### src/common/boot_settings.svh
`ifndef BOOT_SETTINGS_SVH
`define BOOT_SETTINGS_SVH

// SPI timing.
`define SPI_CLK_DIV 2 // pin_clk cycles per SPI clock half-period.

// Reconfiguration delay.
`define BOOT_DELAY_BITS 9 // Top bit of the delay counter pulls programn low.

// Host transfer limits.
`define MAX_XFER_LEN 255 // Largest write or read length of one flash command.

`endif

### src/common/boot_pkg.sv
`default_nettype none

package boot_pkg;

  // Host command opcodes, first byte of every command.
  typedef enum logic [7:0] {
    cmd_boot  = 8'h01, // Start the delayed reconfiguration.
    cmd_flash = 8'h02  // Flash pass-through, followed by W, R and W data bytes.
  } boot_cmd_e;

  // Command engine states.
  typedef enum logic [2:0] {
    st_idle,     // Waiting for an opcode.
    st_get_wlen, // Next host byte is the write length.
    st_get_rlen, // Next host byte is the read length.
    st_write,    // Passing host bytes to the flash.
    st_read      // Clocking bytes out of the flash back to the host.
  } engine_state_e;

endpackage

`default_nettype wire

### src/common/spi_xfer_if.sv
`timescale 1ns/100ps
`default_nettype none

// One SPI byte transfer between the command engine and the SPI master.
interface spi_xfer_if;
  logic       start;   // One-cycle request, master must be idle.
  logic [7:0] tx_byte; // Byte to shift out, valid with start.
  logic [7:0] rx_byte; // Byte shifted in, valid with done.
  logic       done;    // One-cycle pulse after the eighth bit is sampled.
  logic       hold_cs; // Low means cs rises after this byte.

  modport engine (
    output start,
    output tx_byte,
    output hold_cs,
    input  rx_byte,
    input  done
  );

  modport master (
    input  start,
    input  tx_byte,
    input  hold_cs,
    output rx_byte,
    output done
  );
endinterface

`default_nettype wire

### src/bootloader/cmd_engine.sv
`timescale 1ns/100ps
`default_nettype none

`include "boot_settings.svh"

module cmd_engine import boot_pkg::*; (
  input  wire        pin_clk,
  input  wire        rst_n,
  input  wire        rx_valid, // Host byte strobe.
  input  wire  [7:0] rx_data,
  output logic       tx_valid, // Read byte strobe to the host.
  output logic [7:0] tx_data,
  output logic       busy,     // High while a byte is on the SPI bus.
  output logic       boot_req, // One-cycle pulse on cmd_boot.
  spi_xfer_if.engine spi
);

  localparam int LEN_W = $clog2(`MAX_XFER_LEN + 1); // Length counter width.

  engine_state_e    state;
  logic [LEN_W-1:0] wlen_cnt; // Write bytes still to come from the host.
  logic [LEN_W-1:0] rlen_cnt; // Read bytes still to return.
  logic             rx_take;  // Host byte accepted this cycle.
  logic             wr_take;  // Accepted byte is flash write data.
  logic [LEN_W-1:0] rx_len;   // Host byte as a length.

  assign rx_take = rx_valid && !busy; // Bytes during busy are dropped.
  assign wr_take = rx_take && (state == st_write);
  assign rx_len  = LEN_W'(rx_data);

  // Command sequencing.
  always_ff @(posedge pin_clk or negedge rst_n) begin
    if (!rst_n) begin
      state       <= st_idle;
      wlen_cnt    <= '0;
      rlen_cnt    <= '0;
      busy        <= 1'b0;
      boot_req    <= 1'b0;
      tx_valid    <= 1'b0;
      spi.start   <= 1'b0;
      spi.hold_cs <= 1'b0;
    end else begin
      boot_req  <= 1'b0; // Strobes default low.
      tx_valid  <= 1'b0;
      spi.start <= 1'b0;
      case (state)
        st_idle: begin
          if (rx_take) begin
            if (rx_data == cmd_boot) begin
              boot_req <= 1'b1;
            end else if (rx_data == cmd_flash) begin
              state <= st_get_wlen;
            end // Unknown opcodes fall through.
          end
        end
        st_get_wlen: begin
          if (rx_take) begin
            wlen_cnt <= rx_len;
            state    <= st_get_rlen;
          end
        end
        st_get_rlen: begin
          if (rx_take) begin
            rlen_cnt <= rx_len;
            if (wlen_cnt != '0) begin
              state <= st_write; // Busy stays low for the first data byte.
            end else if (rx_len != '0) begin
              state       <= st_read; // Read only, first dummy byte now.
              busy        <= 1'b1;
              spi.start   <= 1'b1;
              spi.hold_cs <= (rx_len != LEN_W'(1));
            end else begin
              state <= st_idle; // Empty command, cs untouched.
            end
          end
        end
        st_write: begin
          if (wr_take) begin
            busy        <= 1'b1;
            spi.start   <= 1'b1;
            spi.hold_cs <= !((wlen_cnt == LEN_W'(1)) && (rlen_cnt == '0)); // Last of all.
            wlen_cnt    <= wlen_cnt - LEN_W'(1);
          end else if (spi.done) begin
            if (wlen_cnt != '0) begin
              busy <= 1'b0; // Ready for the next write byte.
            end else if (rlen_cnt != '0) begin
              state       <= st_read; // Go straight on, cs still low.
              spi.start   <= 1'b1;
              spi.hold_cs <= (rlen_cnt != LEN_W'(1));
            end else begin
              state <= st_idle;
              busy  <= 1'b0;
            end
          end
        end
        st_read: begin
          if (spi.done) begin
            tx_valid <= 1'b1; // Return the byte one cycle after done.
            rlen_cnt <= rlen_cnt - LEN_W'(1);
            if (rlen_cnt != LEN_W'(1)) begin
              spi.start   <= 1'b1;
              spi.hold_cs <= (rlen_cnt != LEN_W'(2));
            end else begin
              state <= st_idle;
              busy  <= 1'b0;
            end
          end
        end
        default: state <= st_idle;
      endcase
    end
  end

  // Payload bytes toward the flash and the host.
  always_ff @(posedge pin_clk) begin
    if (wr_take) begin
      spi.tx_byte <= rx_data; // Host data goes to the flash.
    end else if (spi.done || (state == st_get_rlen)) begin
      spi.tx_byte <= 8'h00; // Dummy byte for any read transfer.
    end
    if ((state == st_read) && spi.done) begin
      tx_data <= spi.rx_byte;
    end
  end

endmodule

`default_nettype wire

### src/bootloader/spi_master.sv
`timescale 1ns/100ps
`default_nettype none

`include "boot_settings.svh"

module spi_master (
  input  wire        pin_clk,
  input  wire        rst_n,
  spi_xfer_if.master spi,
  input  wire        miso,
  output logic       cs,   // Active low chip select.
  output logic       sck,  // Mode 0, idles low.
  output logic       mosi
);

  localparam int DIV_W = $clog2(`SPI_CLK_DIV + 1); // Divider counter width.
  localparam logic [DIV_W-1:0] DIV_LAST = DIV_W'(`SPI_CLK_DIV - 1);

  logic             active;   // Sixteen half-periods in progress.
  logic             finish;   // One cycle between last edge and done.
  logic             hold_q;   // Keep cs low after this byte.
  logic [DIV_W-1:0] div_cnt;  // Cycles within a half-period.
  logic [3:0]       half_cnt; // Half-period index.
  logic             edge_now; // sck toggles at this clock.
  logic             accept;   // New transfer starts.
  logic [7:0]       shift_q;  // Out bits at the top, in bits at the bottom.
  logic             miso_q;   // Bit sampled on the rising sck edge.

  assign edge_now    = active && (div_cnt == DIV_LAST);
  assign accept      = spi.start && !active && !finish;
  assign mosi        = active && shift_q[7]; // MSB first, low between bytes.
  assign spi.rx_byte = shift_q;

  // Clock divider, edge counting and chip select.
  always_ff @(posedge pin_clk or negedge rst_n) begin
    if (!rst_n) begin
      active   <= 1'b0;
      finish   <= 1'b0;
      hold_q   <= 1'b0;
      div_cnt  <= '0;
      half_cnt <= '0;
      cs       <= 1'b1;
      sck      <= 1'b0;
      spi.done <= 1'b0;
    end else begin
      spi.done <= 1'b0;
      if (accept) begin
        active   <= 1'b1;
        cs       <= 1'b0; // Falls on start, possibly already low.
        hold_q   <= spi.hold_cs;
        div_cnt  <= '0;
        half_cnt <= '0;
      end else if (active) begin
        if (edge_now) begin
          div_cnt  <= '0;
          sck      <= ~sck;
          half_cnt <= half_cnt + 4'd1;
          if (half_cnt == 4'd15) begin
            active <= 1'b0; // Final falling edge.
            finish <= 1'b1;
          end
        end else begin
          div_cnt <= div_cnt + DIV_W'(1);
        end
      end else if (finish) begin
        finish   <= 1'b0;
        spi.done <= 1'b1;
        if (!hold_q) begin
          cs <= 1'b1; // End of the flash command.
        end
      end
    end
  end

  // Data path, sample on rising sck and shift on falling sck.
  always_ff @(posedge pin_clk) begin
    if (accept) begin
      shift_q <= spi.tx_byte;
    end else if (edge_now) begin
      if (!sck) begin
        miso_q <= miso;
      end else begin
        shift_q <= {shift_q[6:0], miso_q}; // Next out bit moves to the top.
      end
    end
  end

endmodule

`default_nettype wire

### src/rtl/boot_sequencer.sv
`timescale 1ns/100ps
`default_nettype none

`include "boot_settings.svh"

module boot_sequencer (
  input  wire  pin_clk,
  input  wire  rst_n,
  input  wire  boot_req, // One-cycle request from the engine.
  output logic programn, // Low reconfigures the FPGA.
  output logic led       // Status LED.
);

  localparam int TOP     = `BOOT_DELAY_BITS - 1; // Expiry bit.
  localparam int LED_BIT = `BOOT_DELAY_BITS - 4; // Visible blink rate.

  logic                        boot_latched; // Request seen, held until reset.
  logic [`BOOT_DELAY_BITS-1:0] boot_delay;   // Counts up to the top bit.
  logic                        counting;

  assign counting = (boot_req || boot_latched) && !boot_delay[TOP]; // Stops when expired.
  assign programn = ~boot_delay[TOP];
  assign led      = (boot_latched && !boot_delay[TOP]) ? boot_delay[LED_BIT] : 1'b1;

  always_ff @(posedge pin_clk or negedge rst_n) begin
    if (!rst_n) begin
      boot_latched <= 1'b0;
      boot_delay   <= '0;
    end else begin
      if (boot_req) begin
        boot_latched <= 1'b1;
      end
      if (counting) begin
        boot_delay <= boot_delay + 1'b1; // Starts on the request cycle itself.
      end
    end
  end

endmodule

`default_nettype wire

### src/rtl/boot_top.sv
`timescale 1ns/100ps
`default_nettype none

module boot_top (
  input  wire        pin_clk,
  input  wire        rst_n,
  input  wire        rx_valid,     // Host byte strobe.
  input  wire  [7:0] rx_data,      // Host byte.
  output logic       tx_valid,     // Byte strobe to the host.
  output logic [7:0] tx_data,      // Byte to the host.
  output logic       busy,         // Host must hold off while high.
  output logic       usb_tx_en,    // Host-link pad drive enable.
  output logic       pin_pu,       // Host-link pull-up.
  output logic       pin_led,
  output logic       pin_cs,
  output logic       pin_sck,
  output logic       pin_mosi,
  output logic       pin_io2,      // Flash write protect, kept inactive.
  output logic       pin_io3,      // Flash hold, kept inactive.
  output logic       pin_programn, // Low starts FPGA reconfiguration.
  input  wire        pin_miso
);

  logic boot_req; // One-cycle boot request from the engine.

  spi_xfer_if spi_bus (); // Byte transfers from engine to master.

  // Constant board pins.
  assign pin_pu  = 1'b1; // Host sees the device attached.
  assign pin_io2 = 1'b1;
  assign pin_io3 = 1'b1;

  // Pads turn around to drive only while a byte goes out.
  assign usb_tx_en = tx_valid;

  cmd_engine cmd_engine_i (
    .pin_clk  (pin_clk),
    .rst_n    (rst_n),
    .rx_valid (rx_valid),
    .rx_data  (rx_data),
    .tx_valid (tx_valid),
    .tx_data  (tx_data),
    .busy     (busy),
    .boot_req (boot_req),
    .spi      (spi_bus.engine)
  );

  spi_master spi_master_i (
    .pin_clk (pin_clk),
    .rst_n   (rst_n),
    .spi     (spi_bus.master),
    .miso    (pin_miso),
    .cs      (pin_cs),
    .sck     (pin_sck),
    .mosi    (pin_mosi)
  );

  boot_sequencer boot_sequencer_i (
    .pin_clk  (pin_clk),
    .rst_n    (rst_n),
    .boot_req (boot_req),
    .programn (pin_programn),
    .led      (pin_led)
  );

endmodule

`default_nettype wire

### config.mk
export PLATFORM = sky130hd
export DESIGN_NAME = boot_top
export DESIGN_NICKNAME = d
export VERILOG_FILES = /design/src/common/boot_pkg.sv /design/src/common/spi_xfer_if.sv /design/src/bootloader/cmd_engine.sv /design/src/bootloader/spi_master.sv /design/src/rtl/boot_sequencer.sv /design/src/rtl/boot_top.sv
export VERILOG_INCLUDE_DIRS = /design/src /design/src/common
export SDC_FILE = /design/constraint.sdc
export NUM_CORES = 1
export LEC_CHECK = 0
export BUFFER_PORTS_ARGS = -buffer_cell sky130_fd_sc_hd__buf_2
export CORE_ASPECT_RATIO = 1.1
export CORE_UTILIZATION = 50
export DETAILED_ROUTE_END_ITERATION = 8
export PLACE_DENSITY = 0.69
export SETUP_SLACK_MARGIN = 0.1
export SLEW_MARGIN = 10
export SYNTH_ARGS = -nofsm -noshare
export SYNTH_HDL_FRONTEND = slang
export SYNTH_SLANG_ARGS = --single-unit
### constraint.sdc
create_clock -name pin_clk -period 6 [get_ports pin_clk]
set_clock_uncertainty 0.1 [all_clocks]
set_input_delay 1.2 -clock pin_clk [delete_from_list [all_inputs] [get_ports pin_clk]]
set_output_delay 1.2 -clock pin_clk [all_outputs]
set_load 0.02 [all_outputs]
* Word level (Yosys, flattened, before mapping)
Index checks and enable logic that the tools add are counted.
Operators by class: add/sub/neg operators 5, equality and inequality tests 34, mux-type cells 80, bitwise operators 3, reduce and logical (&&, ||, !) cells 41
Operators with widths (number):
- $mux W8 | 8
- $mux W1 | 47
- $mux W3 | 13
- $pmux W8 S2 | 2
- $reduce_bool A8 Y1 | 3
- $ne A2 B1 Y1 const B | 9
- $ne A2 B2 Y1 const B | 9
- $reduce_and A3 Y1 | 6
- $eq A8 B1 Y1 const B | 2
- $ne A8 B1 Y1 const B | 2
- $sub A8 B1 Y8 const B | 2
- $pmux W3 S5 | 1
- $reduce_bool A2 Y1 | 7
- $mux W4 | 3
- $logic_and A1 B1 Y1 | 10
- $reduce_and A10 Y1 | 1
- $add A9 B1 Y9 const B | 1
- $pmux W1 S3 | 3
- $reduce_and A9 Y1 | 1
- $eq A8 B2 Y1 const B | 1
- $logic_not A8 Y1 | 1
- $ne A8 B2 Y1 const B | 1
- $reduce_and A8 Y1 | 1
- $eq A3 B2 Y1 const B | 2
- 16 further kinds | 27
Word-level totals: register bits 71, bits of input ports 12, output and inout bits 19, word-level logic and storage cells 185

* Longest topological paths before layout
depth in word-level cells 6, gate-level depth with buffers 7, gate-level depth less buffers 7

* Modules after synthesis
A second synthesis with hierarchy kept.
Unflattened totals: cells, all modules 332, area total of the unflattened synthesis 3578.4 µm²
By module, submodules not included:
- cmd_engine | times used 1, cells each 223, area an instance 2162.1 µm², sequential area each 1081.0 µm²
- spi_master | times used 1, cells each 64, area an instance 919.6 µm², sequential area each 571.8 µm²
- boot_sequencer | times used 1, cells each 40, area an instance 462.9 µm², sequential area each 250.2 µm²
- boot_top | times used 1, cells each 5, area an instance 33.8 µm², sequential area each 0.0 µm²

* Least setup slack after synthesis
OpenSTA, ideal clock, no wires.
path kind input port to flip-flop, start input port rx_data[3], end register cmd_engine_i.spi.hold_cs, setup time 0.125 ns, arrival 2.610 ns, data required time 5.775 ns, path slack 3.165 ns, stages 5, buffers on the path 0, path through or4_4 nand2b_1 a21o_1 a41oi_2 mux2_2
On the way: word-level cells in the longest chain between the ends 5, elaborated cells on any way between the ends 8, classes of those cells 2 x eq/ne; 4 x mux; 2 x reduce/logical
Ends and longest elaborated chain:
- start: declaration | line boot_top.sv:8 | input wire [7:0] rx_data,
- $ne A8 B1 Y1 | line cmd_engine.sv:71 | spi.hold_cs <= (rx_len != LEN_W'(1));
- $mux W1 | line cmd_engine.sv:67 | end else if (rx_len != '0) begin
- $mux W1 | line cmd_engine.sv:65 | if (wlen_cnt != '0) begin
- $mux W1 | line cmd_engine.sv:63 | if (rx_take) begin
- $pmux W1 S3 | line cmd_engine.sv:46 | case (state)
- end signal: assignment | line cmd_engine.sv:71
- end signal: assignment | line cmd_engine.sv:81 | spi.hold_cs <= !((wlen_cnt == LEN_W'(1)) && (rlen_cnt == '0));
- end signal: assignment | line cmd_engine.sv:89 | spi.hold_cs <= (rlen_cnt != LEN_W'(1));
- end: declaration | line spi_xfer_if.sv:15 | output hold_cs,
Parallel ways exist; a longest one is shown, timed or not. The select of a mux whose other input is x is not followed. A chain may end at the register's enable or synchronous reset.

* Final worst setup path
start input port rx_valid, end register cmd_engine_i.wlen_cnt[3]
On the way: word-level cells in the longest chain between the ends 4, elaborated cells on any way between the ends 5, classes of those cells 2 x eq/ne; 3 x reduce/logical
Ends and longest elaborated chain:
- start: declaration | line boot_top.sv:7 | input wire rx_valid,
- $logic_and A1 B1 Y1 (*) | line cmd_engine.sv:27 | assign rx_take = rx_valid && !busy;
- $logic_and A1 B1 Y1 | line cmd_engine.sv:28 | assign wr_take = rx_take && (state == st_write);
- $ne A2 B1 Y1 (no source line)
- $reduce_and A3 Y1 (no source line) (*)
- end signal: assignment | line cmd_engine.sv:58 | wlen_cnt <= rx_len;
- end signal: assignment | line cmd_engine.sv:82 | wlen_cnt <= wlen_cnt - LEN_W'(1);
- end: declaration | line cmd_engine.sv:21 | logic [LEN_W-1:0] wlen_cnt;
Every way passes the cells marked *; elsewhere a longest branch is shown, timed or not.

==> metrics <==
CP top delay family simple AND/OR/NAND/NOR gates; Setup crit end kind register; CP Class in -> reg; Final ANT Viol Nets 0; Min-Delay Path Class reg -> reg; first-pass GRT wire length about 11000 um; main combinational cell family by area after synthesis simple AND/OR/NAND/NOR gates; WP data arrival ~2.9 ns; fin crit share 46.9%; Critical-path top delay cell nor2_1; antenna cells 0; drt total wl 6740 um; CTS Buf Count 9; initial drt markers roughly 130; max incr delay on CP 0.80 ns; Max rail drop VDD between 0.2 and 0.25 mV; r2r worst-path depth 5; library cells used by synthesis 58; sequential fraction of the synthesis area 55.1%; post-route cell area between 0.003 and 0.004 mm2; gp weighted congestion around 0.89; outcome finished, final reports clean; Post-Synth Simple-Gate Area approximately 17%; Syn Area/Cell 11.1 um2; gr usage total 20.8%; DRC viols 0; pwr/cell area about 480 mW/mm2; Initial DRT Pass Iterations 4; fin nets around 360; via count 2440; critical path cell sequence buf_2 > nand2b_1 > nor2_1 > nand2_1 > o22ai_1 > a21oi_1; WL per Instance ~16 um; R2R Setup Slk approximately 3.3 ns; Worst-Skew Late Latency about 0.34 ns; Post-synth ARST share 64.8%; Max Cap Viol 0; setup total negative slack 0 ns; post-synthesis compound-gate area fraction approximately 15%; FP Rows 31; CTS resizes 0; worst-path maximum fanout 16; Filler cells 605; IO buf count 27; xor/xnor share of the synthesized area 2.79%; number of global-route vias before repair 2345; Worst-Margin Slew 1.18 ns; Seq cells post-synth slightly above 70; I/O pin count 31; # setup viols final 0; antenna violations before repair 0; Post-synth EDFFs 25; aggregate global routing overflow 0; total power draw 1.84 mW; Die Width 81.2 um; clock root buffer clkbuf_8; cell count after synthesis 312; largest net degree at the start of global routing 47; CP startpoint kind input pin; Most used DFF post-synth dfrtp_1; FF-to-FF Start cmd_engine_i.state[1]; RSZ-0062 raised after global routing false; Tmin final 2.81 ns; YS warnings 0; final hold vios 0; layout cells sized above 1 19.0%; Crit. Startpoint rx_valid; CTS tree done; Clk pin slew, worst setup/hold paths 0.07 ns; hpwl dp 4700 um; Initial Utilization 52.1%; Worst Path Buf+Inv 1; Crit. path cell count 6; Leak roughly 1.6 nW; RR Endpoint cmd_engine_i.spi.hold_cs; multi-input logic area 0.00144 mm2; full die area 0.00724 mm2; Critical path destination cmd_engine_i.wlen_cnt[3]; H-tree Lvls 3; core box area 0.00663 mm2; chip height 89.2 um; clk buf depth 2; mux contribution to synthesized area just under 4%; TritonCTS Sinks 71; cell area after synthesis 0.00345 mm2; Register Area 0.00190 mm2; # hold bufs at CTS 0; Max Fclk 356 MHz; Hold WS 0.338 ns; Layout Utilization 57.5%; max_slew headroom 21.3%; Synth-to-Final Area Change 10.4%; Slew Viols, Final 0; Post-CTS Setup Bufs 0; Adder-Cell Fraction of Synth Area around 2.9%; DP Area 0.00363 mm2; Req. time, crit path 6.08 ns; vias per cell 5.74
-- flip-flops by register name, indices dropped and copies added, names as in the netlist, 2 cells and up --
name,flops
boot_sequencer_i.boot_delay,9
cmd_engine_i.rlen_cnt,8
cmd_engine_i.spi.tx_byte,8
cmd_engine_i.state,3
cmd_engine_i.tx_data,8
cmd_engine_i.wlen_cnt,8
spi_master_i.div_cnt,2
spi_master_i.half_cnt,4
spi_master_i.spi.rx_byte,8
-- cells by family (layout without fill, tap and decap cells) --
kind of cell,count (synthesis),after routing
AO/OA/AOI/OAI,73,73
XOR/XNOR,11,11
adder cells (fa/ha/maj),8,8
buffers and inverters,27,56
flip-flops,71,71
multiplexers,12,12
other,1,3
AND/OR/NAND/NOR,109,109
-- cell usage in the layout (no fill, tap or decap), drive strengths merged, types with 3 or more instances in the layout --
cell type / synthesis / layout
nand2b: 4 / 4
nor3: 7 / 7
nor2: 24 / 24
a21oi: 13 / 13
xor2: 5 / 5
clkbuf: 7 / 12
xnor2: 6 / 6
o22ai: 5 / 5
mux2: 11 / 11
and3: 3 / 3
ha: 8 / 8
and2: 13 / 13
dfrtp: 45 / 45
inv: 12 / 12
a31oi: 3 / 3
nor4: 5 / 5
nand4: 5 / 5
o21ai: 18 / 18
nand2: 23 / 23
a22oi: 3 / 3
o211ai: 3 / 3
buf: 8 / 28
a21o: 5 / 5
conb: 1 / 3
nand3: 10 / 10
nor3b: 5 / 5
o2bb2ai: 4 / 4
edfxtp: 25 / 25
-- how the worst min path moves through the flow --
stage / start / end / slack (ns) / depth (start not counted)
after global placement: spi_master_i.hold_q / spi_master_i.cs / 0.31 / 1
after CTS: spi_master_i.hold_q / spi_master_i.cs / 0.34 / 1
after detailed placement: spi_master_i.hold_q / spi_master_i.cs / 0.32 / 1
after global routing: spi_master_i.hold_q / spi_master_i.cs / 0.36 / 1
after floorplan: spi_master_i.hold_q / spi_master_i.cs / 0.29 / 1
final: spi_master_i.hold_q / spi_master_i.cs / 0.34 / 1
-- where the power goes --
part	internal, mW	leakage, nW	switching (mW)
sequential	0.695	0.818	0.163
clock	0.191	0.0904	0.172
combinational	0.261	0.682	0.355
-- metrics by stage --
| step | setup WS, ns | cells |
|---|---|---|
| 3_3_place_gp | 2.96 | 409 |
| 6_report | 3.19 | 425 |
| 5_1_grt | 3.01 | 425 |
| 3_5_place_dp | 2.90 | 409 |
| 4_1_cts | 3.28 | 425 |
| 2_1_floorplan | 3.17 | 314 |
-- synth_stat cells, drive strengths merged (3+ instances only) --
cell type | count | area share [%]
dfrtp | 45 | 33
edfxtp | 25 | 22
nor2 | 24 | 2.6
nand2 | 23 | 2.5
o21ai | 18 | 2.6
a21oi | 13 | 2.0
and2 | 13 | 2.4
inv | 12 | 1.3
mux2 | 11 | 3.6
nand3 | 10 | 1.4
buf | 8 | 1.4
ha | 8 | 2.9
clkbuf | 7 | 0.76
nor3 | 7 | 1.2
xnor2 | 6 | 1.5
a21o | 5 | 1.1
nand4 | 5 | 0.91
nor3b | 5 | 1.4
nor4 | 5 | 1.3
o22ai | 5 | 0.91
xor2 | 5 | 1.3
nand2b | 4 | 0.72
o2bb2ai | 4 | 1.0
a22oi | 3 | 0.65
a31oi | 3 | 0.54
and3 | 3 | 0.54
o211ai | 3 | 0.65
-- cell type report --
class | count | area share, %
clock inverters | 4 | 1.25
repair buffers | 28 | 3.74
multi-input cells | 216 | 37.7
flip-flops and latches | 71 | 49.9
inverters | 12 | 1.18
clock buffers | 12 | 3.54
well taps | 82 | 2.69
-- per-layer routing --
layer  GRT usage (%)  vias to the layer above  routed length [um]
met1            26.0                     1181                3060
met3            5.61                       18                 275
met4            8.93                        0                 170
li1                -                     1187                   -
met2            34.2                       54                3240
met5               0                        -                   0
Note: power is estimated with default switching activity, not from simulation.
